## src/hdl/ooo_pkg.sv

```systemverilog
package ooo_pkg;

    localparam int XLEN      = 32;
    localparam int ARCH_REGS = 32;
    localparam int PHYS_REGS = 64;   // default, overridden from the top
    localparam int ROB_DEPTH = 16;
    localparam int RS_DEPTH  = 4;

    typedef logic [5:0] tag_t;       // tag 0 is hardwired zero
    typedef logic [3:0] rob_idx_t;
    typedef logic [4:0] areg_t;

    typedef enum logic [2:0] {
        OP_ADD,
        OP_SUB,
        OP_AND,
        OP_OR,
        OP_XOR,
        OP_MUL
    } op_e;

    localparam logic [6:0] OPC_RTYPE     = 7'b0110011;
    localparam logic [6:0] OPC_ITYPE     = 7'b0010011;
    localparam logic [6:0] FUNCT7_MULDIV = 7'b0000001;

    // one instruction word, seen as R or I format
    typedef union packed {
        struct packed {
            logic [6:0] funct7;
            areg_t      rs2;
            areg_t      rs1;
            logic [2:0] funct3;
            areg_t      rd;
            logic [6:0] opcode;
        } r;
        struct packed {
            logic [11:0] imm;
            areg_t       rs1;
            logic [2:0]  funct3;
            areg_t       rd;
            logic [6:0]  opcode;
        } i;
    } instr_u;

endpackage

```

## src/hdl/ooo_if.sv

```systemverilog
// one result bus per execution unit
interface result_if;
    import ooo_pkg::*;

    logic            valid;   // single-cycle pulse
    tag_t            tag;
    rob_idx_t        rob;
    logic [XLEN-1:0] value;

    modport producer (output valid, tag, rob, value);
    modport consumer (input valid, tag, rob, value);
endinterface


```

## src/hdl/iter_multiplier.sv

```systemverilog
module iter_multiplier (
    input  logic                       clk,
    input  logic                       arst_n,
    input  logic                       issue_valid,
    input  ooo_pkg::op_e               issue_op,
    input  logic [ooo_pkg::XLEN-1:0]   issue_a,
    input  logic [ooo_pkg::XLEN-1:0]   issue_b,
    input  ooo_pkg::tag_t              issue_dst,
    input  ooo_pkg::rob_idx_t          issue_rob,
    output logic                       ready,
    result_if.producer                 res
);
    import ooo_pkg::*;

    logic            busy, start;
    logic [4:0]      cnt;
    logic [XLEN-1:0] mcand, mplier, acc, acc_next;

    assign start    = issue_valid && issue_op == OP_MUL;
    assign ready    = !busy;
    assign acc_next = mplier[0] ? acc + mcand : acc;
    assign res.value = acc;   // final sum sits here when valid pulses

    always_ff @(posedge clk or negedge arst_n) begin
        if (!arst_n) begin
            busy      <= 1'b0;
            cnt       <= '0;
            res.valid <= 1'b0;
        end else begin
            res.valid <= 1'b0;
            if (start) begin
                busy <= 1'b1;
                cnt  <= '0;
            end else if (busy) begin
                cnt <= cnt + 1'b1;
                if (cnt == 5'd31) begin   // last of 32 steps
                    busy      <= 1'b0;
                    res.valid <= 1'b1;
                end
            end
        end
    end

    always_ff @(posedge clk) begin
        if (start) begin
            mcand   <= issue_a;
            mplier  <= issue_b;
            acc     <= '0;
            res.tag <= issue_dst;
            res.rob <= issue_rob;
        end else if (busy) begin
            acc    <= acc_next;
            mcand  <= mcand << 1;
            mplier <= mplier >> 1;
        end
    end

endmodule

```

## src/flat_wrapper.sv

```systemverilog
// flat-port wrapper written by rule: the top's interface ports become plain ports
module iter_multiplier_flat import ooo_pkg::*;
  (clk, arst_n, issue_valid, issue_op, issue_a, issue_b, issue_dst, issue_rob, ready, res_valid, res_tag, res_rob, res_value);
  result_if res_i ();
  input  logic clk;
  input  logic arst_n;
  input  logic issue_valid;
  input  ooo_pkg::op_e issue_op;
  input  logic [ooo_pkg::XLEN-1:0] issue_a;
  input  logic [ooo_pkg::XLEN-1:0] issue_b;
  input  ooo_pkg::tag_t issue_dst;
  input  ooo_pkg::rob_idx_t issue_rob;
  output logic ready;
  output wire logic [$bits(res_i.valid)-1:0] res_valid;
  output wire logic [$bits(res_i.tag)-1:0] res_tag;
  output wire logic [$bits(res_i.rob)-1:0] res_rob;
  output wire logic [$bits(res_i.value)-1:0] res_value;
  assign res_valid = res_i.valid;
  assign res_tag = res_i.tag;
  assign res_rob = res_i.rob;
  assign res_value = res_i.value;
  iter_multiplier u_core (.clk(clk), .arst_n(arst_n), .issue_valid(issue_valid), .issue_op(issue_op), .issue_a(issue_a), .issue_b(issue_b), .issue_dst(issue_dst), .issue_rob(issue_rob), .ready(ready), .res(res_i));
endmodule
```

## config.mk

```make
export PLATFORM = sky130hd
export DESIGN_NAME = iter_multiplier_flat
export DESIGN_NICKNAME = d
export VERILOG_FILES = /design/src/hdl/ooo_pkg.sv /design/src/hdl/ooo_if.sv /design/src/hdl/iter_multiplier.sv /design/src/flat_wrapper.sv
export SDC_FILE = /design/constraint.sdc
export NUM_CORES = 1
export LEC_CHECK = 0
export ABC_AREA = 1
export BUFFER_PORTS_ARGS = -buffer_cell sky130_fd_sc_hd__buf_2
export CAP_MARGIN = 20
export CORE_ASPECT_RATIO = 0.75
export CORE_UTILIZATION = 57
export CTS_BUF_LIST = sky130_fd_sc_hd__clkbuf_4 sky130_fd_sc_hd__clkbuf_8 sky130_fd_sc_hd__clkbuf_16
export CTS_CLUSTER_DIAMETER = 100
export CTS_CLUSTER_SIZE = 20
export DETAILED_ROUTE_END_ITERATION = 10
export PLACE_DENSITY = 0.81
export RECOVER_POWER = 100
export SLEW_MARGIN = 20
export SYNTH_ARGS = -nofsm -noshare
export SYNTH_HDL_FRONTEND = slang
export SYNTH_SLANG_ARGS = --single-unit
```

## constraint.sdc

```tcl
create_clock -name clk -period 3.2 [get_ports clk]
set_clock_uncertainty 0.2 [all_clocks]
set_input_delay 0.16 -clock clk [delete_from_list [all_inputs] [get_ports clk]]
set_output_delay 0.16 -clock clk [all_outputs]
set_load 0.005 [all_outputs]
```

---- Yosys cells after proc, flatten, opt, wreduce, memory -nomap -nowiden ----
Index checks and enable logic that the tools add are counted.
word-level totals
  register bits ........................... 113
  bits in latches ......................... 0
  RAM bits ................................ 0
  memory bits (read-only) ................. 0
  input bits .............................. 80
  output and inout port bits .............. 44
  logic and storage cells ................. 28
  memories ................................ 0
cells by class
  add/sub/neg operators ................... 2
  multiply operators ...................... 0
  div/mod/pow operators ................... 0
  magnitude comparators ................... 0
  equal/unequal tests ..................... 2
  shifts and indexed selects .............. 0
  muxes and demuxes ....................... 12
  bitwise logic cells ..................... 0
  reduce and logical (&&, ||, !) cells .... 4
operators with widths
  operator                                      number
  two-way mux 32 bit                            4
  adder 32 bit                                  1
  two-way mux 5 bit                             2
  two-way mux 1 bit                             6
  adder 5 x 1 -> 5 bit (second input constant)  1
  equality test 5 bit (second input constant)   1
  equality test 3 bit (second input constant)   1
  AND reduction 2 bit                           1
  nonzero test 2 bit                            1
  logical AND 1 bit                             1
  logical NOT 1 bit                             1

---- Logic depth before layout (Yosys ltp) ----
  depth after elaboration ................. 4
  gate-level depth with buffers ........... 13
  gate-level depth less buffers ........... 13

---- Worst setup path before layout ----
Ideal clock, no wire load.
  path type ............................... input port to flip-flop
  start ................................... in issue_op[0]
  end ..................................... reg u_core.mcand[0], enable pin
  data arrival time ....................... 2148 ps
  data required time ...................... 2576 ps
  path slack .............................. 427 ps
  stages .................................. 5
  buffers on the path ..................... 1
  cell sequence ........................... inv_1 nor3_4 inv_2 clkbuf_1 nand2_1
on the way
  cells in the longest elaborated chain, start to end .. 3
RTL lines
  element                       RTL line               text
  start, declared               flat_wrapper.sv:8      input ooo_pkg::op_e issue_op;
  equality test 3 bit           iter_multiplier.sv:19  assign start = issue_valid && issue_op == OP_MUL;
  logical AND 1 bit             iter_multiplier.sv:19
  nonzero test 2 bit (no line)  n/a
  end signal, assigned          iter_multiplier.sv:46  mcand <= issue_a;
  end signal, assigned          iter_multiplier.sv:53  mcand <= mcand << 1;
  end, declared                 iter_multiplier.sv:17  logic [XLEN-1:0] mcand, mplier, acc, acc_next;
No other way between the ends.
A chain may end at the register's enable or synchronous reset.

---- Final worst setup path ----
  start ................................... in issue_op[1]
  end ..................................... reg u_core.mcand[26], enable pin
The elaborated chain is that of the path after synthesis.

==> metrics <==
# diodes=0; maximum vdd drop=682 uV; Power Internal=0.00556 W; via count=6,802; gr usage total=32.9%; first-pass GRT wire length=31,800 um; Hold Worst Slack=0.254 ns; worst skew pair latency=0.43 ns; setup_tns=0 ns; critical-path cell list=buf_2 > nor3_1 > inv_1 > nand2_1 > clkbuf_1; Routed WL=19,800 um; Iter 0 DRT Violations=539; Final #Nets=1,300; top cells by area, synth=edfxtp_1 (32%), nand2_1 (23%), dfxtp_1 (9.2%); Pins Over Slew Limit=137; status=complete, but fails checks; final setup vio count=0; Yosys top cell area share=32.0%; measured slew at the worst slew-check pin=2.24 ns; share of cells above drive strength 1=12.7%; crit path launch type=input port; CTS tree=built; DR pass1 iterations=5; crit end category=flip-flop; CTS clk-pin slew, worst paths=0.06 ns; vias in the first global route=6,617; sw power=0.00504 W; setup bufs post-CTS=0; Die Area=12,600 um2; Switching Fraction=47.5%; slowest CP cell=clkbuf_1; post-synthesis sequential area ratio=43.7%; Yosys reg bits=113; Pwr per Cell Area=1190 nW/um2; largest net degree at the start of global routing=107; RSZ-0062 raised after global routing=no; number of antenna violations at the first check in global routing=0; Ys Warns=0; total grt overflow=0; cell count after synthesis=987; max-cap violation count=2; footprint of the multi-input gates=3210 um2; CP peak stage delay=1.21 ns; crit path time final=2.75 ns; FF/Latch Area=3040 um2; placed instance area=7690 um2; Clock power frac=16.9%; Flop pwr share=27.8%; Comb power frac=55.3%; Area Growth Syn to Fin=28.7%; H-tree depth=4; Core ar.=11,700 um2; Die Span Y=97.7 um; Buffers on Ports=123; leakage=4.81 nW; die span in x=130 um; critical path data required time=3.02 ns; CTS Root Cell=clkbuf_16; post-DP HPWL=12,300 um; syn_nets=1,101; CTS max path bufs=2; antenna-violating nets left=0; Hold Buf Count CTS=76; post-CTS sizing=0; GP Congestion=0.918; Crit Path Class=in -> reg; crit share post-route=86.0%; Slew HR=-49.2%; Sink Count=113; Boundary Pins=124; Fillers=909; total CTS buffers=17; Synth cell types=32; DR WL/cell=14.5 um; # DRC=0; drt via density=5.00; Mapped Avg Cell Area=7.04 um2; worst hold path class=in -> reg; Mapped Area=6950 um2; # rows=34; largest fanout on the critical path=33; failing checks=max-capacitance violations, max-slew violations; area leader, netlist=edfxtp_1; Hold Fails Final Rpt=0; Initial Util=59.2%; highest clock rate=364 MHz; crit path DAT=2.57 ns; post-layout instance area=8950 um2
-- power groups by stage --
| stage | clock (W) | combinational (W) | sequential (W) |
|---|---|---|---|
| after floorplan | 0 | 0.00429 | 0.00283 |
| after global placement | 0 | 0.00553 | 0.00292 |
| after detailed placement | 0 | 0.00566 | 0.00293 |
| after CTS | 0.00180 | 0.00578 | 0.00292 |
| after global routing | 0.00187 | 0.00665 | 0.00302 |
| final | 0.00179 | 0.00586 | 0.00295 |
-- cell type report --
class	instances	share of cell area, %
multi-input combinational	696	35.8
sequential	113	33.9
tap	162	2.26
clock inverter	15	1.41
clock buffer	17	4.75
timing repair buffer	204	15.3
inverter	154	6.46
-- sequential cells by signal, indices dropped and copies added (netlist names) --
register and count:
u_core.cnt 5, u_core.busy 1, u_core.mplier 32, u_core.mcand 32
u_core.res.tag 6, u_core.res.valid 1, u_core.res.rob 4, u_core.res.value 32
-- critical path: cells and delay by family --
| kind | cells | cell delay (ns) |
|---|---|---|
| and+or+nand+nor | 2 | 0.53 |
| buffers and inverters | 3 | 1.84 |
-- synth_stat cells --
library cell and instances:
dfxtp_1 32, nor3b_1 1, nand3_2 3, xnor2_1 3
edfxtp_1 74, fa_1 1, buf_4 2, o21ai_1 4
o21bai_1 3, and2_0 1, dfrtp_1 7, o21ai_0 17
ha_1 33, nor3_1 6, nor3_4 1, buf_2 8
nand4_1 3, a21oi_1 25, nor2_1 102, nand3b_1 1
nand2_1 423, nor2_2 2, nand2_2 11, o211ai_1 1
clkbuf_8 1, inv_1 152, xor2_1 13, a21o_1 1
clkbuf_1 13, nand3_1 40, inv_2 2, nor3_2 1
-- worst paths after layout --
path | slack [ns] | from | cells after the start | to
worst min register to register | 0.28 | u_core.cnt[3] | 1 | u_core.cnt[3]
worst max register to register | 0.59 | u_core.busy | 3 | u_core.mcand[26]
max in group asynchronous | 2.04 | arst_n | 3 | u_core.cnt[1]
worst max-delay path | 0.45 | issue_op[1] | 5 | u_core.mcand[26]
min in group asynchronous | 0.50 | arst_n | 3 | u_core.cnt[4]
worst min-delay path | 0.25 | issue_dst[5] | 2 | u_core.res.tag[5]
-- routing by layer --
| metal | up-vias | global-route usage (%) | part of all wire [%] |
|---|---|---|---|
| li1 | 3433 | - | - |
| met5 | - | 0 | 0 |
| met3 | 44 | 6.88 | 8.0 |
| met4 | 0 | 11.3 | 2.0 |
| met2 | 279 | 52.1 | 45 |
| met1 | 3046 | 44.8 | 45 |
-- placed cells by master (no fill, tap or decap), types with 2 or more instances in the layout --
master         count
nand2_1          423
inv_1            153
nor2_1           102
buf_2             98
dlygate4sd3_1     76
edfxtp_1          74
nand3_1           40
ha_1              33
dfxtp_1           32
a21oi_1           25
clkbuf_1          25
o21ai_0           20
clkbuf_16         17
xor2_1            13
nand2_2           11
nor3_1             7
dfrtp_1            7
inv_6              6
nand3_2            3
xnor2_1            3
o21bai_1           3
nand4_1            3
clkinv_4           3
clkbuf_2           3
nor2_2             2
inv_8              2
clkinvlp_4         2
clkinv_2           2
-- cells by family (layout without fill, tap and decap cells) --
logic type      Yosys count  after routing  synth area share, %
simple gates            595            595                 34.2
compound gates           51             51                 3.85
fa+ha+maj                34             34                 6.23
buf+inv                 178            390                 10.0
xor+xnor                 16             16                 2.02
flops                   113            113                 43.7
-- metrics by stage --
stage / std cells / util (%) / worst slack [ns] / power, W
after floorplan: 987 / - / 0.427 / 0.00712
after global placement: 1253 / 65.5 / 0.925 / 0.00845
after detailed placement: 1253 / 65.5 / 0.875 / 0.00859
after CTS: 1361 / 76.7 / 0.781 / 0.0105
after global routing: 1361 / 76.2 / 0.286 / 0.0115
final: 1361 / 76.2 / 0.450 / 0.0106
No activity file was read; power rests on OpenSTA's default activity.
