`src/hdl/ooo_pkg.sv`:
```
package ooo_pkg;

    localparam int XLEN      = 32;
    localparam int ARCH_REGS = 32;
    localparam int PHYS_REGS = 64;   // default, overridden from the top
    localparam int ROB_DEPTH = 16;
    localparam int RS_DEPTH  = 4;

    typedef logic [5:0] tag_t;       // tag 0 is hardwired zero
    typedef logic [3:0] rob_idx_t;
    typedef logic [4:0] areg_t;

    typedef enum logic [2:0] {
        OP_ADD,
        OP_SUB,
        OP_AND,
        OP_OR,
        OP_XOR,
        OP_MUL
    } op_e;

    localparam logic [6:0] OPC_RTYPE     = 7'b0110011;
    localparam logic [6:0] OPC_ITYPE     = 7'b0010011;
    localparam logic [6:0] FUNCT7_MULDIV = 7'b0000001;

    // one instruction word, seen as R or I format
    typedef union packed {
        struct packed {
            logic [6:0] funct7;
            areg_t      rs2;
            areg_t      rs1;
            logic [2:0] funct3;
            areg_t      rd;
            logic [6:0] opcode;
        } r;
        struct packed {
            logic [11:0] imm;
            areg_t       rs1;
            logic [2:0]  funct3;
            areg_t       rd;
            logic [6:0]  opcode;
        } i;
    } instr_u;

endpackage

```
`src/hdl/ooo_if.sv`:
```
// one result bus per execution unit
interface result_if;
    import ooo_pkg::*;

    logic            valid;   // single-cycle pulse
    tag_t            tag;
    rob_idx_t        rob;
    logic [XLEN-1:0] value;

    modport producer (output valid, tag, rob, value);
    modport consumer (input valid, tag, rob, value);
endinterface


```
`src/hdl/int_alu.sv`:
```
module int_alu (
    input  logic                       clk,
    input  logic                       arst_n,
    input  logic                       issue_valid,
    input  ooo_pkg::op_e               issue_op,
    input  logic [ooo_pkg::XLEN-1:0]   issue_a,
    input  logic [ooo_pkg::XLEN-1:0]   issue_b,
    input  ooo_pkg::tag_t              issue_dst,
    input  ooo_pkg::rob_idx_t          issue_rob,
    result_if.producer                 res
);
    import ooo_pkg::*;

    logic [XLEN-1:0] result;

    always_comb begin
        case (issue_op)
            OP_SUB:  result = issue_a - issue_b;
            OP_AND:  result = issue_a & issue_b;
            OP_OR:   result = issue_a | issue_b;
            OP_XOR:  result = issue_a ^ issue_b;
            default: result = issue_a + issue_b;   // ADD, ADDI
        endcase
    end

    always_ff @(posedge clk or negedge arst_n) begin
        if (!arst_n) begin
            res.valid <= 1'b0;
        end else begin
            res.valid <= issue_valid;
        end
    end

    always_ff @(posedge clk) begin
        if (issue_valid) begin
            res.tag   <= issue_dst;
            res.rob   <= issue_rob;
            res.value <= result;
        end
    end

endmodule

```
`src/flat_wrapper.sv`:
```
// flat-port wrapper written by rule: the top's interface ports become plain ports
module int_alu_flat import ooo_pkg::*;
  (clk, arst_n, issue_valid, issue_op, issue_a, issue_b, issue_dst, issue_rob, res_valid, res_tag, res_rob, res_value);
  result_if res_i ();
  input  logic clk;
  input  logic arst_n;
  input  logic issue_valid;
  input  ooo_pkg::op_e issue_op;
  input  logic [ooo_pkg::XLEN-1:0] issue_a;
  input  logic [ooo_pkg::XLEN-1:0] issue_b;
  input  ooo_pkg::tag_t issue_dst;
  input  ooo_pkg::rob_idx_t issue_rob;
  output wire logic [$bits(res_i.valid)-1:0] res_valid;
  output wire logic [$bits(res_i.tag)-1:0] res_tag;
  output wire logic [$bits(res_i.rob)-1:0] res_rob;
  output wire logic [$bits(res_i.value)-1:0] res_value;
  assign res_valid = res_i.valid;
  assign res_tag = res_i.tag;
  assign res_rob = res_i.rob;
  assign res_value = res_i.value;
  int_alu u_core (.clk(clk), .arst_n(arst_n), .issue_valid(issue_valid), .issue_op(issue_op), .issue_a(issue_a), .issue_b(issue_b), .issue_dst(issue_dst), .issue_rob(issue_rob), .res(res_i));
endmodule
```
`config.mk`:
```
export PLATFORM = sky130hd
export DESIGN_NAME = int_alu_flat
export DESIGN_NICKNAME = d
export VERILOG_FILES = /design/src/hdl/ooo_pkg.sv /design/src/hdl/ooo_if.sv /design/src/hdl/int_alu.sv /design/src/flat_wrapper.sv
export SDC_FILE = /design/constraint.sdc
export NUM_CORES = 1
export LEC_CHECK = 0
export BUFFER_PORTS_ARGS = -buffer_cell sky130_fd_sc_hd__clkbuf_2
export CAP_MARGIN = 20
export CORE_MARGIN = 1
export CORE_UTILIZATION = 51
export DETAILED_ROUTE_END_ITERATION = 8
export HOLD_SLACK_MARGIN = 0.06
export PLACE_DENSITY = 0.87
export SLEW_MARGIN = 0
export SYNTH_ARGS = -nofsm -noshare
export SYNTH_HDL_FRONTEND = slang
export SYNTH_SLANG_ARGS = --single-unit
```
`constraint.sdc`:
```
create_clock -name clk -period 0.8 [get_ports clk]
set_input_delay 0.08 -clock clk [delete_from_list [all_inputs] [get_ports clk]]
set_output_delay 0.08 -clock clk [all_outputs]
set_load 0.1 [all_outputs]
```
==> impl_summary.md, run 1 <==
Synth
The most area-hungry cell type in the Yosys netlist is sky130_fd_sc_hd__edfxtp_1. The number of warning messages in the yosys log is 0. The portion of synthesized cell area occupied by the leading cell type is 22.8%. The count of mapped cells out of synthesis is 664. Among all cell types in the netlist, the one instantiated most often is sky130_fd_sc_hd__ha_1. The sequential share of the synthesized area is 23.2%. The unique cell type count in the Yosys netlist is 63. After synthesis, the cell types taking the most area are sky130_fd_sc_hd__edfxtp_1, sky130_fd_sc_hd__ha_1, sky130_fd_sc_hd__xnor2_1.

In the synthesized netlist, the cells that appear most often are sky130_fd_sc_hd__ha_1, sky130_fd_sc_hd__inv_1, sky130_fd_sc_hd__a21oi_1. Counting every net in the synthesized netlist gives 841. The number of enable-type register cells in the synthesized netlist is 42. Counting flops with an async set or reset pin after synthesis yields a share of 2.33%. Counting flops and latches in the post-synthesis netlist gives 43. The synthesized netlist occupies a cell area of 0.00554 mm^2. For this run, the leading register cell type out of synthesis is sky130_fd_sc_hd__edfxtp_1. A synthesized cell averages 8.35 um^2.

Clocking
The H-tree depth reported by CTS is 2. The maximum clock path buffer count is 2. The cell at the root of the clock tree is sky130_fd_sc_hd__clkbuf_8. The count of clock tree sinks is 43. Buffers inserted during clock tree synthesis total 5.

GRT
The number of global-route vias before repair is 9636. Entering global routing, the biggest net connects 43 pins. The global-route total usage across every layer is 70.9%. Summed over all layers, the global routing overflow is 23. The global-route wire length before repair is 59000 um.

Floorplan
The number of core rows is 37. The I/O pin count is 123. The die is 106 um wide. The floorplan die height is 106 um. Once the floorplan was initialized, standard cells occupied 53.2% of the core.

Status
The first error in the log reads "[ERROR GRT-0116] Global routing finished with congestion. Check the congestion regions in the DRC Viewer". The run stopped with a tool error. The stage where the run ended is global routing.

Place
The number of buffers added on ports is 122. Once detailed placement completed, the half-perimeter wirelength came to 17800 um. The routability-driven placement congestion ratio is 0.995.

Including well taps, the total number of placed cells is 1108.
[timing repair]
action | 4_1_cts
hold endpoints to repair | 11
setup endpoints to repair | 75
pin swaps | 87
gates resized for setup | 132
hold buffers | 11
setup buffers | 41
[routing by layer]
metal | global-route usage, % | GRT overflow
met5 | 11.4 | 0
met4 | 71.6 | 13
met3 | 50.1 | 0
met2 | 91.1 | 10
met1 | 71.6 | 0
[cells by family after synthesis]
family                   synth area share [%]
XOR/XNOR                                 8.69
flip-flops                               23.2
adder cells (fa/ha/maj)                  22.0
AO/OA/AOI/OAI                            23.2
buffers and inverters                    7.22
AND/OR/NAND/NOR                          14.2
multiplexers                             1.45
[per-stage QoR]
stage	TNS, ps	setup WS [ps]	area [um^2]	utilization [%]
3_5_place_dp	-71080	-2840	8730	83.8
3_3_place_gp	-66230	-2630	8730	83.8
4_1_cts	-68310	-2440	9890	94.9
2_1_floorplan	-64720	-2500	5830	-
==> run 2: changes to the inputs <==
--- a/config.mk
+++ b/config.mk
@@ -8,10 +8,9 @@
 export BUFFER_PORTS_ARGS = -buffer_cell sky130_fd_sc_hd__clkbuf_2
 export CAP_MARGIN = 20
 export CORE_MARGIN = 1
-export CORE_UTILIZATION = 51
+export CORE_UTILIZATION = 40
 export DETAILED_ROUTE_END_ITERATION = 8
-export HOLD_SLACK_MARGIN = 0.06
-export PLACE_DENSITY = 0.87
+export PLACE_DENSITY_LB_ADDON = 0.15
 export SLEW_MARGIN = 0
 export SYNTH_ARGS = -nofsm -noshare
 export SYNTH_HDL_FRONTEND = slang
==> constraint.sdc (replaced) <==
create_clock -name clk -period 1.04 [get_ports clk]
set_input_delay 0.104 -clock clk [delete_from_list [all_inputs] [get_ports clk]]
set_output_delay 0.104 -clock clk [all_outputs]
set_load 0.1 [all_outputs]
==> impl_summary.md, run 2 <==
GRT
The first global-routing pass estimated 32600 um of wire. The number of global-route vias before repair is 6620. The total grt overflow is 0.

The number of antenna violations at the first check in global routing came to 0. For this run, global-route usage on met1 was measured as 37.3%. The largest net degree at the start of global routing is 40.

The global-route total usage across every layer is 29.1%. In the global route stage, met2 resource usage came out at 49.5%. The peak-usage layer in the global routing report is met2. For met3 alone, demand over resource in global routing was 4.42%.

Place
The post-placement worst setup slack is -2550 ps (+283 ps). The cell count after placement is 1155 (+4.2%). The detailed-placement wirelength estimate is 15800 um (-11%). The routability-driven placement congestion ratio is 0.949 (-4.7%). The number of buffers added on ports is 122 (unchanged).

Layout
The final net count is 1210. Compared with the post-synthesis result, the final layout area differs by 83.1%. The number of cells in the finished layout apart from fillers is 1210.

The post-route netlist has 49.5% of its cells at a drive strength greater than 1. The largest registers in the layout are u_core.res.value (32), u_core.res.tag (6), u_core.res.rob (4). The multi-input combinational cells in the finished layout cover a total of 0.00465 mm^2. In the layout the commonest cells are sky130_fd_sc_hd__buf_4, sky130_fd_sc_hd__ha_1, sky130_fd_sc_hd__inv_1, sky130_fd_sc_hd__clkbuf_2, sky130_fd_sc_hd__buf_12. The layout has 931 filler cells.

The register with the most flip-flops in the layout has 32 of them. The top register by number of flip-flops is u_core.res.value. Across the whole layout, storage elements account for 0.00129 mm^2. The most common library cell in the layout ignoring fill and taps is sky130_fd_sc_hd__buf_4. 0 antenna diodes ended up in the layout.

The final core utilization is 75.7%.

Critical path
The critical-path maximum fanout is 4. The required time at the worst-slack endpoint is 1100 ps. The worst setup path is launched from an input pin. STA classifies the critical path endpoint as a register. The worst setup path is of the input pin to register kind. The arrival time reported for the critical path endpoint is 3330 ps.

Route
The detailed-route wire length per cell is 17.9 um. The total DRC errors in the routed layout is 0. The post-detailed-route via-to-cell ratio is 5.44.

The total wire length is 21600 um. The first routing iteration left 322 violations. For this run, the detailed router's first-pass iteration total came to 5.

Detailed routing inserted a total of 6582 vias. The number of nets with antenna violations after routing is 0.

Synth
The portion of synthesized cell area occupied by the leading cell type is 22.8% (unchanged). The most area-hungry cell type in the Yosys netlist is sky130_fd_sc_hd__edfxtp_1. The mean post-synth cell area is 8.35 um^2 (unchanged).

The share of flip-flops with an asynchronous set or reset after synthesis is 2.33% (unchanged). The net count after synthesis is 841 (unchanged). By count the netlist is led by sky130_fd_sc_hd__ha_1, sky130_fd_sc_hd__inv_1, sky130_fd_sc_hd__a21oi_1. The netlist area before placement came to 0.00554 mm^2 (unchanged). The unique cell type count in the Yosys netlist was 63 (unchanged).

The flip-flop and latch count after synthesis is 43 (unchanged). The count of mapped cells out of synthesis is 664 (unchanged). The number of enable-type register cells in the synthesized netlist is 42 (unchanged).

The most used flip-flop cell after synthesis is sky130_fd_sc_hd__edfxtp_1. The number of warning messages in the yosys log was 0 (unchanged). By instance count, the leading cell after synthesis is sky130_fd_sc_hd__ha_1. The sequential share of the synthesized area is 23.2% (unchanged). Yosys attributes the largest share of cell area to sky130_fd_sc_hd__edfxtp_1, sky130_fd_sc_hd__ha_1, sky130_fd_sc_hd__xnor2_1.

Clocking
In this run the clock root is driven by a sky130_fd_sc_hd__clkbuf_16. TritonCTS built the clock tree. The count of clock tree sinks is 43 (unchanged). The H-tree depth reported by CTS was 2 (unchanged). The number of clock buffers inserted by TritonCTS was 5 (unchanged). The clock slew seen by the registers of the worst setup and hold paths is 70 ps. The maximum clock path buffer count is 2 (unchanged).

Timing
The number of pins with negative max-slew slack in the final report is 0. Setup repair after global routing could not meet its margin everywhere. The number of failing setup endpoints in the final timing report is 34. For the final routed database, the setup TNS stands at -53890 ps. The total count of hold-check failures in the final report came to 0. The final critical path takes up 315% of the cycle. The routed design could run at a clock period as short as 3270 ps. In the post-route analysis, the smallest setup slack over all paths is -2230 ps. The pin slew with the least headroom to its limit is 319 ps.

Measured against its own limit, the worst slew margin works out to 78.6%. For this run, the top clock speed supported by timing is 305 MHz.

Pwr
The post-layout total power is 0.0125 W. Dividing total power by cell area gives a power density of 1230 mW/mm^2. The analysis attributes to cell leakage a power of 4.88 nW. The maximum vdd drop is 0.772 mV.

Status
The run finished, with violations left. The final reports fail on setup timing.

Floorplan
The number of core rows was 42 (+14%). The die extent in x was 120 um (+13%). The full die area is 0.0143 mm^2.

The core box area is 0.0134 mm^2. The floorplan die height is 120 um (+13%). The effective utilization at floorplan came to 41.4% (-12 points). The I/O pin count came to 123 (unchanged).

Hold path
The worst hold path belongs to the class input pin to asynchronous set/reset pin.

Job
Across the run, the number of max-cap violations was 0.
-- run 2: worst max-delay path, cell delays in order --
cell and delay [ps]:
sky130_fd_sc_hd__buf_6 90, sky130_fd_sc_hd__or4_4 540, sky130_fd_sc_hd__or4_4 560, sky130_fd_sc_hd__nor2_4 140, sky130_fd_sc_hd__buf_4 130, sky130_fd_sc_hd__nor2_1 50
sky130_fd_sc_hd__xnor2_1 140, sky130_fd_sc_hd__ha_1 240, sky130_fd_sc_hd__a21oi_2 90, sky130_fd_sc_hd__o21bai_1 170, sky130_fd_sc_hd__a21o_1 160, sky130_fd_sc_hd__nand2_1 60
sky130_fd_sc_hd__a31oi_2 210, sky130_fd_sc_hd__mux2i_1 110, sky130_fd_sc_hd__a221o_1 330, sky130_fd_sc_hd__a211o_1 220
-- run 2: layout make-up --
| class | count | area share, % |
|---|---|---|
| Clock buffer | 5 | 1.23 |
| Multi-Input combinational cell | 517 | 45.8 |
| Inverter | 76 | 2.81 |
| Sequential cell | 43 | 12.7 |
| Clock inverter | 3 | 0.469 |
| Timing Repair Buffer | 390 | 34.8 |
| Tap cell | 176 | 2.17 |
-- run 2: path summary, 6_finish.rpt --
kind / slack [ps] / end / cells past startpoint / from
setup / recovery: -2230 / u_core.res.value[28] / 16 / issue_b[16]
hold / removal: 120 / u_core.res.valid / 2 / arst_n
max in group asynchronous: 840 / u_core.res.valid / 2 / arst_n
min in group clk: 160 / u_core.res.valid / 2 / issue_valid
-- run 2: stage by stage --
| stage | cell area [um^2] | hold WS (ps) |
|---|---|---|
| 2_1_floorplan | 5830 | -192 |
| 3_3_place_gp | 8840 | -120 |
| 3_5_place_dp | 8840 | -115 |
| 4_1_cts | 9630 | 104 |
| 5_1_grt | 10100 | 128 |
| 6_report | 10100 | 116 |
-- run 2: logic make-up (layout without fill, tap and decap cells) --
family                   Yosys count  in the layout  synth area share, %
buffers and inverters            104            474                 7.22
XOR/XNOR                          55             55                 8.69
AND/OR/NAND/NOR                  155            155                 14.2
adder cells (fa/ha/maj)           97             97                 22.0
flip-flops                        43             43                 23.2
AO/OA/AOI/OAI                    202            202                 23.2
multiplexers                       8              8                 1.45
-- run 2: routing by layer --
metal / vias to the layer above / share of wire (%) / routed length [um]
li1: 3135 / - / -
met1: 3171 / 43 / 9330
met2: 227 / 49 / 10500
met3: 49 / 5.4 / 1160
met4: 0 / 2.8 / 602
met5: - / 0 / 0
-- run 2: timing repair --
item	CTS	global route
hold buffers	11	0
endpoints found under the setup margin	41	50
hold endpoints to repair	11	0
pin swaps	68	59
buffers inserted	22	21
gates resized for setup	75	83
cloned	1	0
-- run 2: power by group --
part / internal (W) / switching [W]
logic: 0.00357 / 0.00449
clock network: 0.00115 / 0.000791
registers: 0.00227 / 0.000221
total: 0.00698 / 0.00550
Power figures use the tool's default switching activity.
