## config.mk

```make
export PLATFORM = sky130hd
export DESIGN_NAME = reorder_buffer_flat
export DESIGN_NICKNAME = d
export VERILOG_FILES = /design/src/hdl/ooo_pkg.sv /design/src/hdl/ooo_if.sv /design/src/hdl/reorder_buffer.sv /design/src/flat_wrapper.sv
export SDC_FILE = /design/constraint.sdc
export NUM_CORES = 1
export LEC_CHECK = 0
export ABC_AREA = 0
export ABC_CLOCK_PERIOD_IN_PS = 3800
export BUFFER_PORTS_ARGS = -buffer_cell sky130_fd_sc_hd__buf_2
export CORE_ASPECT_RATIO = 1.1
export CORE_MARGIN = 3
export CORE_UTILIZATION = 60
export CTS_CLUSTER_SIZE = 40
export DETAILED_ROUTE_END_ITERATION = 8
export HOLD_SLACK_MARGIN = 0.05
export PLACE_DENSITY = 0.78
export SLEW_MARGIN = 20
export SYNTH_ARGS = -nofsm -noshare
export SYNTH_HDL_FRONTEND = slang
export SYNTH_SLANG_ARGS = --single-unit
```

## constraint.sdc

```tcl
create_clock -name clk -period 3.8 [get_ports clk]
set_clock_uncertainty 0.05 [all_clocks]
set_input_delay 0.95 -clock clk [delete_from_list [all_inputs] [get_ports clk]]
set_output_delay 0.95 -clock clk [all_outputs]
set_load 0.02 [all_outputs]
```

## src/hdl/ooo_pkg.sv

```systemverilog
package ooo_pkg;

    localparam int XLEN      = 32;
    localparam int ARCH_REGS = 32;
    localparam int PHYS_REGS = 64;   // default, overridden from the top
    localparam int ROB_DEPTH = 16;
    localparam int RS_DEPTH  = 4;

    typedef logic [5:0] tag_t;       // tag 0 is hardwired zero
    typedef logic [3:0] rob_idx_t;
    typedef logic [4:0] areg_t;

    typedef enum logic [2:0] {
        OP_ADD,
        OP_SUB,
        OP_AND,
        OP_OR,
        OP_XOR,
        OP_MUL
    } op_e;

    localparam logic [6:0] OPC_RTYPE     = 7'b0110011;
    localparam logic [6:0] OPC_ITYPE     = 7'b0010011;
    localparam logic [6:0] FUNCT7_MULDIV = 7'b0000001;

    // one instruction word, seen as R or I format
    typedef union packed {
        struct packed {
            logic [6:0] funct7;
            areg_t      rs2;
            areg_t      rs1;
            logic [2:0] funct3;
            areg_t      rd;
            logic [6:0] opcode;
        } r;
        struct packed {
            logic [11:0] imm;
            areg_t       rs1;
            logic [2:0]  funct3;
            areg_t       rd;
            logic [6:0]  opcode;
        } i;
    } instr_u;

endpackage

```

## src/hdl/ooo_if.sv

```systemverilog
// one result bus per execution unit
interface result_if;
    import ooo_pkg::*;

    logic            valid;   // single-cycle pulse
    tag_t            tag;
    rob_idx_t        rob;
    logic [XLEN-1:0] value;

    modport producer (output valid, tag, rob, value);
    modport consumer (input valid, tag, rob, value);
endinterface


```

## src/hdl/reorder_buffer.sv

```systemverilog
module reorder_buffer #(
    parameter int ROB_DEPTH = ooo_pkg::ROB_DEPTH
) (
    input  logic                       clk,
    input  logic                       arst_n,
    input  logic                       rob_alloc,
    input  ooo_pkg::areg_t             rob_alloc_rd,
    input  ooo_pkg::tag_t              rob_alloc_old,
    output ooo_pkg::rob_idx_t          rob_tail,
    output logic                       rob_full,
    result_if.consumer                 bus0,
    result_if.consumer                 bus1,
    output logic                       commit_valid,
    output ooo_pkg::areg_t             commit_rd,
    output logic [ooo_pkg::XLEN-1:0]   commit_value,
    output logic                       free_valid,
    output ooo_pkg::tag_t              free_tag
);
    import ooo_pkg::*;

    logic [ROB_DEPTH-1:0] busy, done;
    areg_t                rd [ROB_DEPTH];
    tag_t                 old [ROB_DEPTH];   // previous mapping of rd
    logic [XLEN-1:0]      value [ROB_DEPTH];
    rob_idx_t             head;
    logic                 retire;

    assign rob_full = busy[rob_tail];
    assign retire   = busy[head] && done[head];

    always_ff @(posedge clk or negedge arst_n) begin
        if (!arst_n) begin
            busy         <= '0;
            done         <= '0;
            head         <= '0;
            rob_tail     <= '0;
            commit_valid <= 1'b0;
            free_valid   <= 1'b0;
        end else begin
            commit_valid <= retire;
            free_valid   <= retire && rd[head] != '0;
            if (bus0.valid) begin
                done[bus0.rob] <= 1'b1;
            end
            if (bus1.valid) begin
                done[bus1.rob] <= 1'b1;
            end
            if (rob_alloc) begin
                busy[rob_tail] <= 1'b1;
                done[rob_tail] <= 1'b0;
                rob_tail       <= rob_tail + 1'b1;
            end
            if (retire) begin
                busy[head] <= 1'b0;
                head       <= head + 1'b1;
            end
        end
    end

    always_ff @(posedge clk) begin
        if (rob_alloc) begin
            rd[rob_tail]  <= rob_alloc_rd;
            old[rob_tail] <= rob_alloc_old;
        end
        if (bus0.valid) begin
            value[bus0.rob] <= bus0.value;
        end
        if (bus1.valid) begin
            value[bus1.rob] <= bus1.value;
        end
        if (retire) begin
            commit_rd    <= rd[head];
            commit_value <= (rd[head] == '0) ? '0 : value[head];   // x0 reads zero
            free_tag     <= old[head];
        end
    end

endmodule

```

## src/flat_wrapper.sv

```systemverilog
// flat-port wrapper written by rule: the top's interface ports become plain ports
module reorder_buffer_flat import ooo_pkg::*;
#(
    parameter int ROB_DEPTH = ooo_pkg::ROB_DEPTH
)
  (clk, arst_n, rob_alloc, rob_alloc_rd, rob_alloc_old, rob_tail, rob_full, commit_valid, commit_rd, commit_value, free_valid, free_tag, bus0_valid, bus0_tag, bus0_rob, bus0_value, bus1_valid, bus1_tag, bus1_rob, bus1_value);
  result_if bus0_i ();
  result_if bus1_i ();
  input  logic clk;
  input  logic arst_n;
  input  logic rob_alloc;
  input  ooo_pkg::areg_t rob_alloc_rd;
  input  ooo_pkg::tag_t rob_alloc_old;
  output ooo_pkg::rob_idx_t rob_tail;
  output logic rob_full;
  output logic commit_valid;
  output ooo_pkg::areg_t commit_rd;
  output logic [ooo_pkg::XLEN-1:0] commit_value;
  output logic free_valid;
  output ooo_pkg::tag_t free_tag;
  input wire logic [$bits(bus0_i.valid)-1:0] bus0_valid;
  input wire logic [$bits(bus0_i.tag)-1:0] bus0_tag;
  input wire logic [$bits(bus0_i.rob)-1:0] bus0_rob;
  input wire logic [$bits(bus0_i.value)-1:0] bus0_value;
  input wire logic [$bits(bus1_i.valid)-1:0] bus1_valid;
  input wire logic [$bits(bus1_i.tag)-1:0] bus1_tag;
  input wire logic [$bits(bus1_i.rob)-1:0] bus1_rob;
  input wire logic [$bits(bus1_i.value)-1:0] bus1_value;
  assign bus0_i.valid = bus0_valid;
  assign bus0_i.tag = bus0_tag;
  assign bus0_i.rob = bus0_rob;
  assign bus0_i.value = bus0_value;
  assign bus1_i.valid = bus1_valid;
  assign bus1_i.tag = bus1_tag;
  assign bus1_i.rob = bus1_rob;
  assign bus1_i.value = bus1_value;
  reorder_buffer #(.ROB_DEPTH(ROB_DEPTH)) u_core (.clk(clk), .arst_n(arst_n), .rob_alloc(rob_alloc), .rob_alloc_rd(rob_alloc_rd), .rob_alloc_old(rob_alloc_old), .rob_tail(rob_tail), .rob_full(rob_full), .bus0(bus0_i), .bus1(bus1_i), .commit_valid(commit_valid), .commit_rd(commit_rd), .commit_value(commit_value), .free_valid(free_valid), .free_tag(free_tag));
endmodule
```

Word level (Yosys, flattened, before mapping)

Memories as Yosys holds them, arrays and structs flattened. A register that Yosys moved wholly into a read port is not among the register bits.
Index checks and enable logic that the tools add are counted.

Bits in registers: 47
RAM bits: 688
Input bits: 100
Output and inout bits: 50
Word-level logic and storage cells: 60
Memories kept: 3

Memories:

| name         | depth | bits a word | read ports | clocked after memory_dff | write ports | RTL line             | text |
|---|---|---|---|---|---|---|---|
| u_core.value | 16    | 32          | 1          | 1                        | 2           | reorder_buffer.sv:24 | `logic [XLEN-1:0] value [ROB_DEPTH];` |
| u_core.old   | 16    | 6           | 1          | 1                        | 1           | reorder_buffer.sv:23 | `tag_t old [ROB_DEPTH];` |
| u_core.rd    | 16    | 5           | 1          | 0                        | 1           | reorder_buffer.sv:22 | `areg_t rd [ROB_DEPTH];` |

Add/subtract/negate cells: 2
Order comparisons: 8
Multiplexer cells: 25
Bitwise gates (word level): 7
Reductions and logical operators: 8

Operator list:

| cell                | count |
|---|---|
| $mux 16             | 5 |
| $or 16x16->16       | 3 |
| $and 16x16->16      | 2 |
| $not 16->16         | 2 |
| $lt 4x5->1 const B  | 4 |
| $demux 1 s4         | 4 |
| $ge 4x1->1 const B  | 4 |
| $mux 1              | 13 |
| $bmux 1 s4          | 3 |
| $add 4x1->4 const B | 2 |
| $logic_and 1x1->1   | 6 |
| $logic_not 5->1     | 1 |
| $reduce_bool 5->1   | 1 |

Longest topological paths before layout

Gate-level depths: netlist (run 1).

Depth in word-level cells: 10
Mapped depth: 8
Depth with buffers taken out: 6

Least setup slack after synthesis (run 1)

No wires, ideal clock.

Path kind: input to register
Start point: input port bus0_rob[2]
End point: memory u_core.value[0][0], enable pin
Setup time: 0.468 ns
Arrival time: 3.796 ns
Data required time: 3.282 ns
Slack: -0.514 ns
Stages on the path: 2
Buffers on the path: 0
Cell sequence: or3b_2 -> o21ai_0

RTL lines:

| what            | RTL line             | text |
|---|---|---|
| start, declared | flat_wrapper.sv:23   | `input wire logic [$bits(bus0_i.rob)-1:0] bus0_rob;` |
| end, declared   | reorder_buffer.sv:24 |  |

Worst setup path in the final report (run 1)

Start point: register u_core.rob_tail[0]
End point: output port rob_full

Longest elaborated chain between the ends: 2

Ends and longest elaborated chain:

| what                         | RTL line             | text |
|---|---|---|
| start, declared              | reorder_buffer.sv:9  | `output ooo_pkg::rob_idx_t rob_tail,` |
| start signal, assigned       | reorder_buffer.sv:51 | `rob_tail <= rob_tail + 1'b1;` |
| $bmux 1 s4                   | reorder_buffer.sv:28 | `assign rob_full = busy[rob_tail];` |
| $mux 1 (not written as such) | reorder_buffer.sv:28 |  |
| end, declared                | flat_wrapper.sv:15   | `output logic rob_full;` |

No other way between the ends. The select of a mux whose other input is x is not followed.

==> results of run 1 <==
[layout by cell type, fill, tap and decap left out, drive strengths merged, types with 2 or more instances in the layout]
cell type  netlist  routed
a21boi          33      33
a21oi           16      16
a22oi            5       5
and3             2       2
buf             48     225
bufinv           0       5
clkbuf         135      99
clkinv           0      35
dfrtp           42      42
diode            0      10
edfxtp         731     731
ha               8       8
inv              6       9
mux2           513     513
mux2i            2       2
mux4           220     220
nand2           22      22
nand2b          12      12
nand3           16      16
nand3b           4       4
nor2            73      73
nor2b            4       4
nor3             2       2
nor3b            2       2
o211a            2       2
o211ai           2       2
o21ai           13      13
o22ai            9       9
or3              2       2
xnor2            3       3
xor2             2       2
[through the flow]
| step | cells | cell area [um2] | util, % | setup TNS [ns] | worst slack, ns |
|---|---|---|---|---|---|
| after global placement | 2738 | 38040 | 64.48 | 0 | 0.4714 |
| after detailed placement | 2739 | 38070 | 64.53 | 0 | 0.4654 |
| after CTS | 2882 | 40520 | 68.68 | 0 | 0.1557 |
| after global routing | 2887 | 40530 | 68.70 | 0 | 0.1095 |
| final | 2892 | 40540 | 68.72 | 0 | 0.2063 |
| after floorplan | 1937 | 35980 | - | -50.28 | -0.5139 |
[worst max-delay path by stage]
stage,cells after the start,to
3_3_place_gp,4,u_core.free_tag[2]
2_1_floorplan,2,u_core.value[0][0]
5_1_grt,3,rob_full
4_1_cts,3,rob_full
3_5_place_dp,4,u_core.free_tag[0]
6_report,3,rob_full
[worst reg2reg max path, cell delays in order (launching register included)]
cell and delay [ns]:
dfrtp_4 0.79, buf_4 0.44, o211ai_1 0.27, o211a_1 0.31, o31a_2 0.75, buf_4 0.39
[final cells by class]
cell class,count,area [um2]
Antenna cell,10,25.02
Clock buffer,99,2093
Clock inverter,44,355.3
Fill cell,3656,18450
Inverter,6,22.52
Multi-Input combinational cell,975,12460
Sequential cell,773,23010
Tap cell,760,950.9
Timing Repair Buffer,225,1617
[per-layer routing]
layer | up-vias | share of wire (%) | GRT usage (%)
met5 | - | 0.097 | 0
met2 | 1141 | 49 | 45.85
met3 | 183 | 10 | 6.528
met4 | 14 | 2.8 | 9.433
met1 | 10300 | 38 | 41.33
li1 | 8096 | - | -
[flip-flops by register name (all words and copies together) (netlist names)]
| signal | flops |
|---|---|
| u_core.rob_tail | 4 |
| u_core.head | 4 |
| u_core.busy | 16 |
| u_core.free_tag | 6 |
| u_core.done | 16 |
| u_core.commit_valid | 1 |
| u_core.rd | 80 |
| u_core.commit_value | 32 |
| u_core.value | 512 |
| u_core.commit_rd | 5 |
| u_core.free_valid | 1 |
| u_core.old | 96 |
[report_power, final]
| part | internal (mW) | leakage, nW | switching (mW) |
|---|---|---|---|
| clock network | 4.25 | 1.21 | 3.21 |
| logic | 3.75 | 5.02 | 4.27 |
| registers | 10.5 | 7.13 | 0.669 |
[kinds of logic (layout without fill, tap and decap cells)]
kind of cell	count (synthesis)	in the layout	share of synthesized area, %
flip-flops	773	773	63.94
multiplexers	735	735	29.89
buffers and inverters	189	374	2.257
AND/OR/NAND/NOR	144	144	1.885
AO/OA/AOI/OAI	83	83	1.635
adder cells (fa/ha/maj)	8	8	0.2782
XOR/XNOR	5	5	0.1217
other	0	10	0
==> flow_metrics.py, run 1 <==
metrics = {
    "power_and_ir_drop": {
        "p_leak_nw": 13.36,
        "ir_drop_mv": 0.4932,
        "total_power_mw": 26.68,
        "p_per_area_mw_per_mm2": 658.1,
    },
    "clock_tree": {
        "cts_buffers": 78,
        "ctsHoldBuffers": 0,
        "post_cts_resized": 0,
        "h-tree-depth": 3,
        "path_clk_slew_ns": 0.07,
        "clock_path_buffers": 3,
        "clkLatencyLatePin_ns": 0.62,
        "cts.sinks": 773,
        "cts_tree": "done",
        "cts_setup_buffers": 0,
        "root_buffer": "clkbuf_16",
    },
    "timing": {
        "fin_crit_sh_pct": 94.57,
        "finalMaxSlewViolations": 0,
        "finalCriticalPeriod_ns": 3.594,
        "tightest_slew_ns": 0.9147,
        "fmax_mhz": 278.3,
        "hold_viol_final": 0,
        "rsz0062_at_grt": "no",
        "setup_viol_count_final": 0,
        "slew_headroom_pct": 38.86,
        "whs_ns": 0.3408,
    },
    "critical_path": {
        "cp-start-kind": "register",
        "cp_cell_sequence": "mux4_2 -> mux4_2 -> buf_2",
        "end_kind": "primary output",
        "reg2reg_slack_ns": 0.45,
        "cp_max_fo": 10,
        "crit_top_cell": "mux4_2",
        "worst-path-buf-inv": 1,
        "crit_path_start": "u_core.rob_tail[0]",
        "worstPathArrival_ns": 2.59,
        "cp_slowest_cell": "dfrtp_1",
        "r2r_cells": 5,
        "reg2reg_from": "u_core.head[1]",
        "worstPathRequired_ns": 2.80,
        "crit_type": "register to primary output",
        "crit_path_max_incr_delay_ns": 0.69,
        "crit_family": "multiplexers",
        "r2r-end": "u_core.commit_value[27]",
    },
    "synthesis": {
        "synth.most_common_cell": "edfxtp_1",
        "synth_cell_types": 44,
        "syn-num-nets": 2045,
        "ys.flop_type": "edfxtp_1",
        "ys_seq_elements": 773,
        "ys_top_cells_by_count": "edfxtp_1, mux2_2, mux4_2, clkbuf_1, nor2_1",
        "synthArstFlopShare_pct": 5.433,
        "yosysWarnings": 0,
        "netlist_instances": 1937,
        "netlist_area_mm2": 0.03598,
        "synth_area_leaders": "edfxtp_1, mux2_2, mux4_2, dfrtp_1, clkbuf_1",
        "avgSynthCellArea_um2": 18.57,
        "synth_edf_count": 731,
        "synth-seq-area-share_pct": 63.94,
        "yosys.area.top_type": "edfxtp_1",
        "yosys.area.top_type_share_pct": 61.02,
    },
    "drt": {
        "vias": 19740,
        "viasPerCell": 6.825,
        "drc": 0,
        "wire_per_inst_um": 31.27,
        "drt-initial-drc-count": 2383,
        "postRouteAntennaNets": 0,
        "wl_mm": 90.44,
        "dr.pass1.iters": 7,
    },
    "placement": {
        "dp_hpwl_mm": 49.38,
        "place_congestion": 0.8294,
        "io_buffers": 137,
    },
    "global_route": {
        "grt_max_degree": 75,
        "grt_pass1_wl_mm": 133.7,
        "antenna_found_initial": 14,
        "grtUsageTotal_pct": 29.20,
        "grt_pass1_vias": 20580,
        "globalRouteOverflowTotal": 0,
    },
    "die": {
        "die_area_mm2": 0.06294,
        "start_util_pct": 60.98,
        "die_y_um": 262.8,
        "row_count": 93,
        "coreArea_mm2": 0.05900,
        "die_width_um": 239.5,
        "io_pins": 150,
    },
    "final_layout": {
        "areaGrowthSynthToFinish_pct": 12.69,
        "layout.nets": 2167,
        "drive_above_1_share_pct": 53.02,
    },
    "flow_run": {
        "drv_cap": 0,
    },
    "hold_path": {
        "hold_path_class": "input pin to async pin",
    },
    "status": {
        "status": "finished clean",
    },
}
Power figures use the tool's default switching activity.
==> run 2: changes to the inputs <==
CTS_BUF_LIST = sky130_fd_sc_hd__clkbuf_4   (was not set)
TNS_END_PERCENT = 50   (was not set)
==> run 2 against run 1 <==
  * Non-clock buffer count increased by 2
  * Sequential power about the same
  * Utilization decreased by 0.21 points
  * Sequential share of layout area increased by 0.18 points
  * Sequential cell count unchanged
  * Final cell count increased by 6.2%
  * Routed wire length increased by 1.2%
  * Critical endpoint unchanged
  * Combinational power increased by 0.5%
  * Setup slack got worse by 0.078 ns
  * Largest cell class unchanged
  * Largest power group unchanged
  * Highest routed layer unchanged
  * Clock power decreased by 9.8%
  * Final area decreased by 0.31%
==> flow_metrics.py, run 2 (same netlist as run 1, synthesis figures left out) <==
metrics = {
    "global_route": {
        "grt_max_degree": 100,
        "antenna_found_initial": 16,
        "grt_pass1_vias": 21560,
        "globalRouteOverflowTotal": 0,
        "grt_pass1_wl_mm": 135.6,
        "grtUsageTotal_pct": 29.75,
    },
    "final_layout": {
        "largest_reg_flops": 512,
        "drive_above_1_share_pct": 56.98,
        "fill_cells": 3766,
        "top_register": "u_core.value",
        "instances_no_fill": 3070,
        "areaGrowthSynthToFinish_pct": 12.35,
        "multi_input_area_mm2": 0.01246,
        "final_core_util_pct": 68.51,
        "layout_common_cells": "edfxtp_1, mux2_2, clkbuf_4",
        "largestRegisters": "u_core.value x512, u_core.old x96, u_core.rd x80",
        "layout.nets": 2280,
        "final_common_cell": "edfxtp_1",
        "regArea_mm2": 0.02302,
    },
    "timing": {
        "hold_viol_final": 0,
        "fmax_mhz": 272.3,
        "rsz0062_at_grt": "yes",
        "slew_headroom_pct": 35.67,
        "setup_viol_count_final": 0,
        "whs_ns": 0.2395,
        "tightest_slew_ns": 0.9613,
        "finalMaxSlewViolations": 0,
        "finalCriticalPeriod_ns": 3.672,
        "fin_crit_sh_pct": 96.63,
    },
    "clock_tree": {
        "cts_tree": "done",
        "clkLatencyLatePin_ns": 1.03,
        "cts.sinks": 773,
        "clock_path_buffers": 3,
        "cts_buffers": 189,
        "path_clk_slew_ns": 0.06,
        "h-tree-depth": 4,
        "root_buffer": "clkbuf_4",
    },
    "drt": {
        "viasPerCell": 6.637,
        "drt-initial-drc-count": 2157,
        "vias": 20380,
        "dr.pass1.iters": 5,
        "wire_per_inst_um": 29.81,
        "postRouteAntennaNets": 0,
        "wl_mm": 91.51,
        "drc": 0,
    },
    "placement": {
        "dp_hpwl_mm": 51.31,
        "post-place-cells": 2737,
        "io_buffers": 137,
        "place_congestion": 0.8549,
    },
    "die": {
        "io_pins": 150,
        "row_count": 93,
        "start_util_pct": 60.98,
        "die_width_um": 239.5,
        "coreArea_mm2": 0.05900,
        "die_area_mm2": 0.06294,
        "die_y_um": 262.8,
    },
    "flow_run": {
        "drv_cap": 0,
    },
    "power_and_ir_drop": {
        "total_power_mw": 25.94,
        "ir_drop_mv": 0.3951,
        "p_leak_nw": 13.55,
        "p_per_area_mw_per_mm2": 641.8,
    },
    "critical_path": {
        "end_kind": "primary output",
        "cp-start-kind": "register",
        "cp_max_fo": 5,
        "crit_type": "register to primary output",
        "worstPathRequired_ns": 2.80,
        "worstPathArrival_ns": 2.67,
    },
    "hold_path": {
        "hold_path_class": "input pin to register",
    },
    "status": {
        "status": "finished clean",
    },
}
==> run 2: cell types whose count changed in the layout (fill, tap and decap cells not counted), moves of 2 or more <==
cell,delta
clkinv_1,+10
clkbuf_8,-2
clkinv_4,+4
clkbuf_16,-80
clkbuf_1,-17
inv_2,+2
buf_4,+3
clkinv_2,-16
bufinv_16,-4
clkbuf_4,+279
==> run 2: through the flow <==
step | area [um2] | worst slack, ns | TNS, ns
2_1_floorplan | 35980 | -0.5139 | -71.88
3_3_place_gp | 38020 | 0.5612 | 0
3_5_place_dp | 38020 | 0.5368 | 0
4_1_cts | 40400 | -0.004474 | -0.004474
5_1_grt | 40400 | -0.02257 | -0.02257
6_report | 40420 | 0.1282 | 0
==> run 2: cell type report <==
cell class / count / area share (%)
Antenna cell: 9 / 0.05572
Clock buffer: 279 / 5.182
Clock inverter: 41 / 0.5913
Inverter: 6 / 0.05572
Multi-Input combinational cell: 975 / 30.84
Sequential cell: 773 / 56.95
Tap cell: 760 / 2.353
Timing Repair Buffer: 227 / 3.978
==> run 2: critical path, stage by stage (launching register included) <==
cell     delay [ns]
dfrtp_2        0.46
mux4_2         0.54
mux4_2         0.52
buf_6          0.16
==> run 2: per-layer routing <==
| metal | wire, um | up-vias | GRT usage (%) |
|---|---|---|---|
| li1 | - | 8444 | - |
| met1 | 35080 | 10600 | 40.56 |
| met2 | 44840 | 1120 | 46.64 |
| met3 | 9119 | 199 | 8.354 |
| met4 | 2382 | 14 | 10.45 |
| met5 | 94 | - | 0 |
==> run 2: final timing paths <==
kind / from / end / slack (ns) / depth (start not counted)
max: u_core.rob_tail[0] / rob_full / 0.13 / 3
min: rob_alloc / u_core.rob_tail[0] / 0.24 / 2
max reg2reg: u_core.head[0] / u_core.commit_value[31] / 0.54 / 5
min reg2reg: u_core.done[0] / u_core.done[0] / 0.45 / 2
max in group asynchronous: arst_n / u_core.busy[13] / 2.42 / 3
min in group asynchronous: arst_n / u_core.busy[4] / 0.55 / 2
==> run 2: where the power goes <==
group	internal [mW]	switching [mW]	total [mW]	leakage (nW)
Sequential	10.5	0.616	11.2	7.13
Clock	3.43	3.30	6.73	1.40
Combinational	3.76	4.30	8.06	5.03
==> run 2: timing repair <==
action | in CTS | in global routing
hold endpoints to repair | 32 | 0
gates resized for setup | 3 | 0
endpoints found under the setup margin | 1 | 1
hold buffers | 1 | 0
buffers inserted | 3 | 0
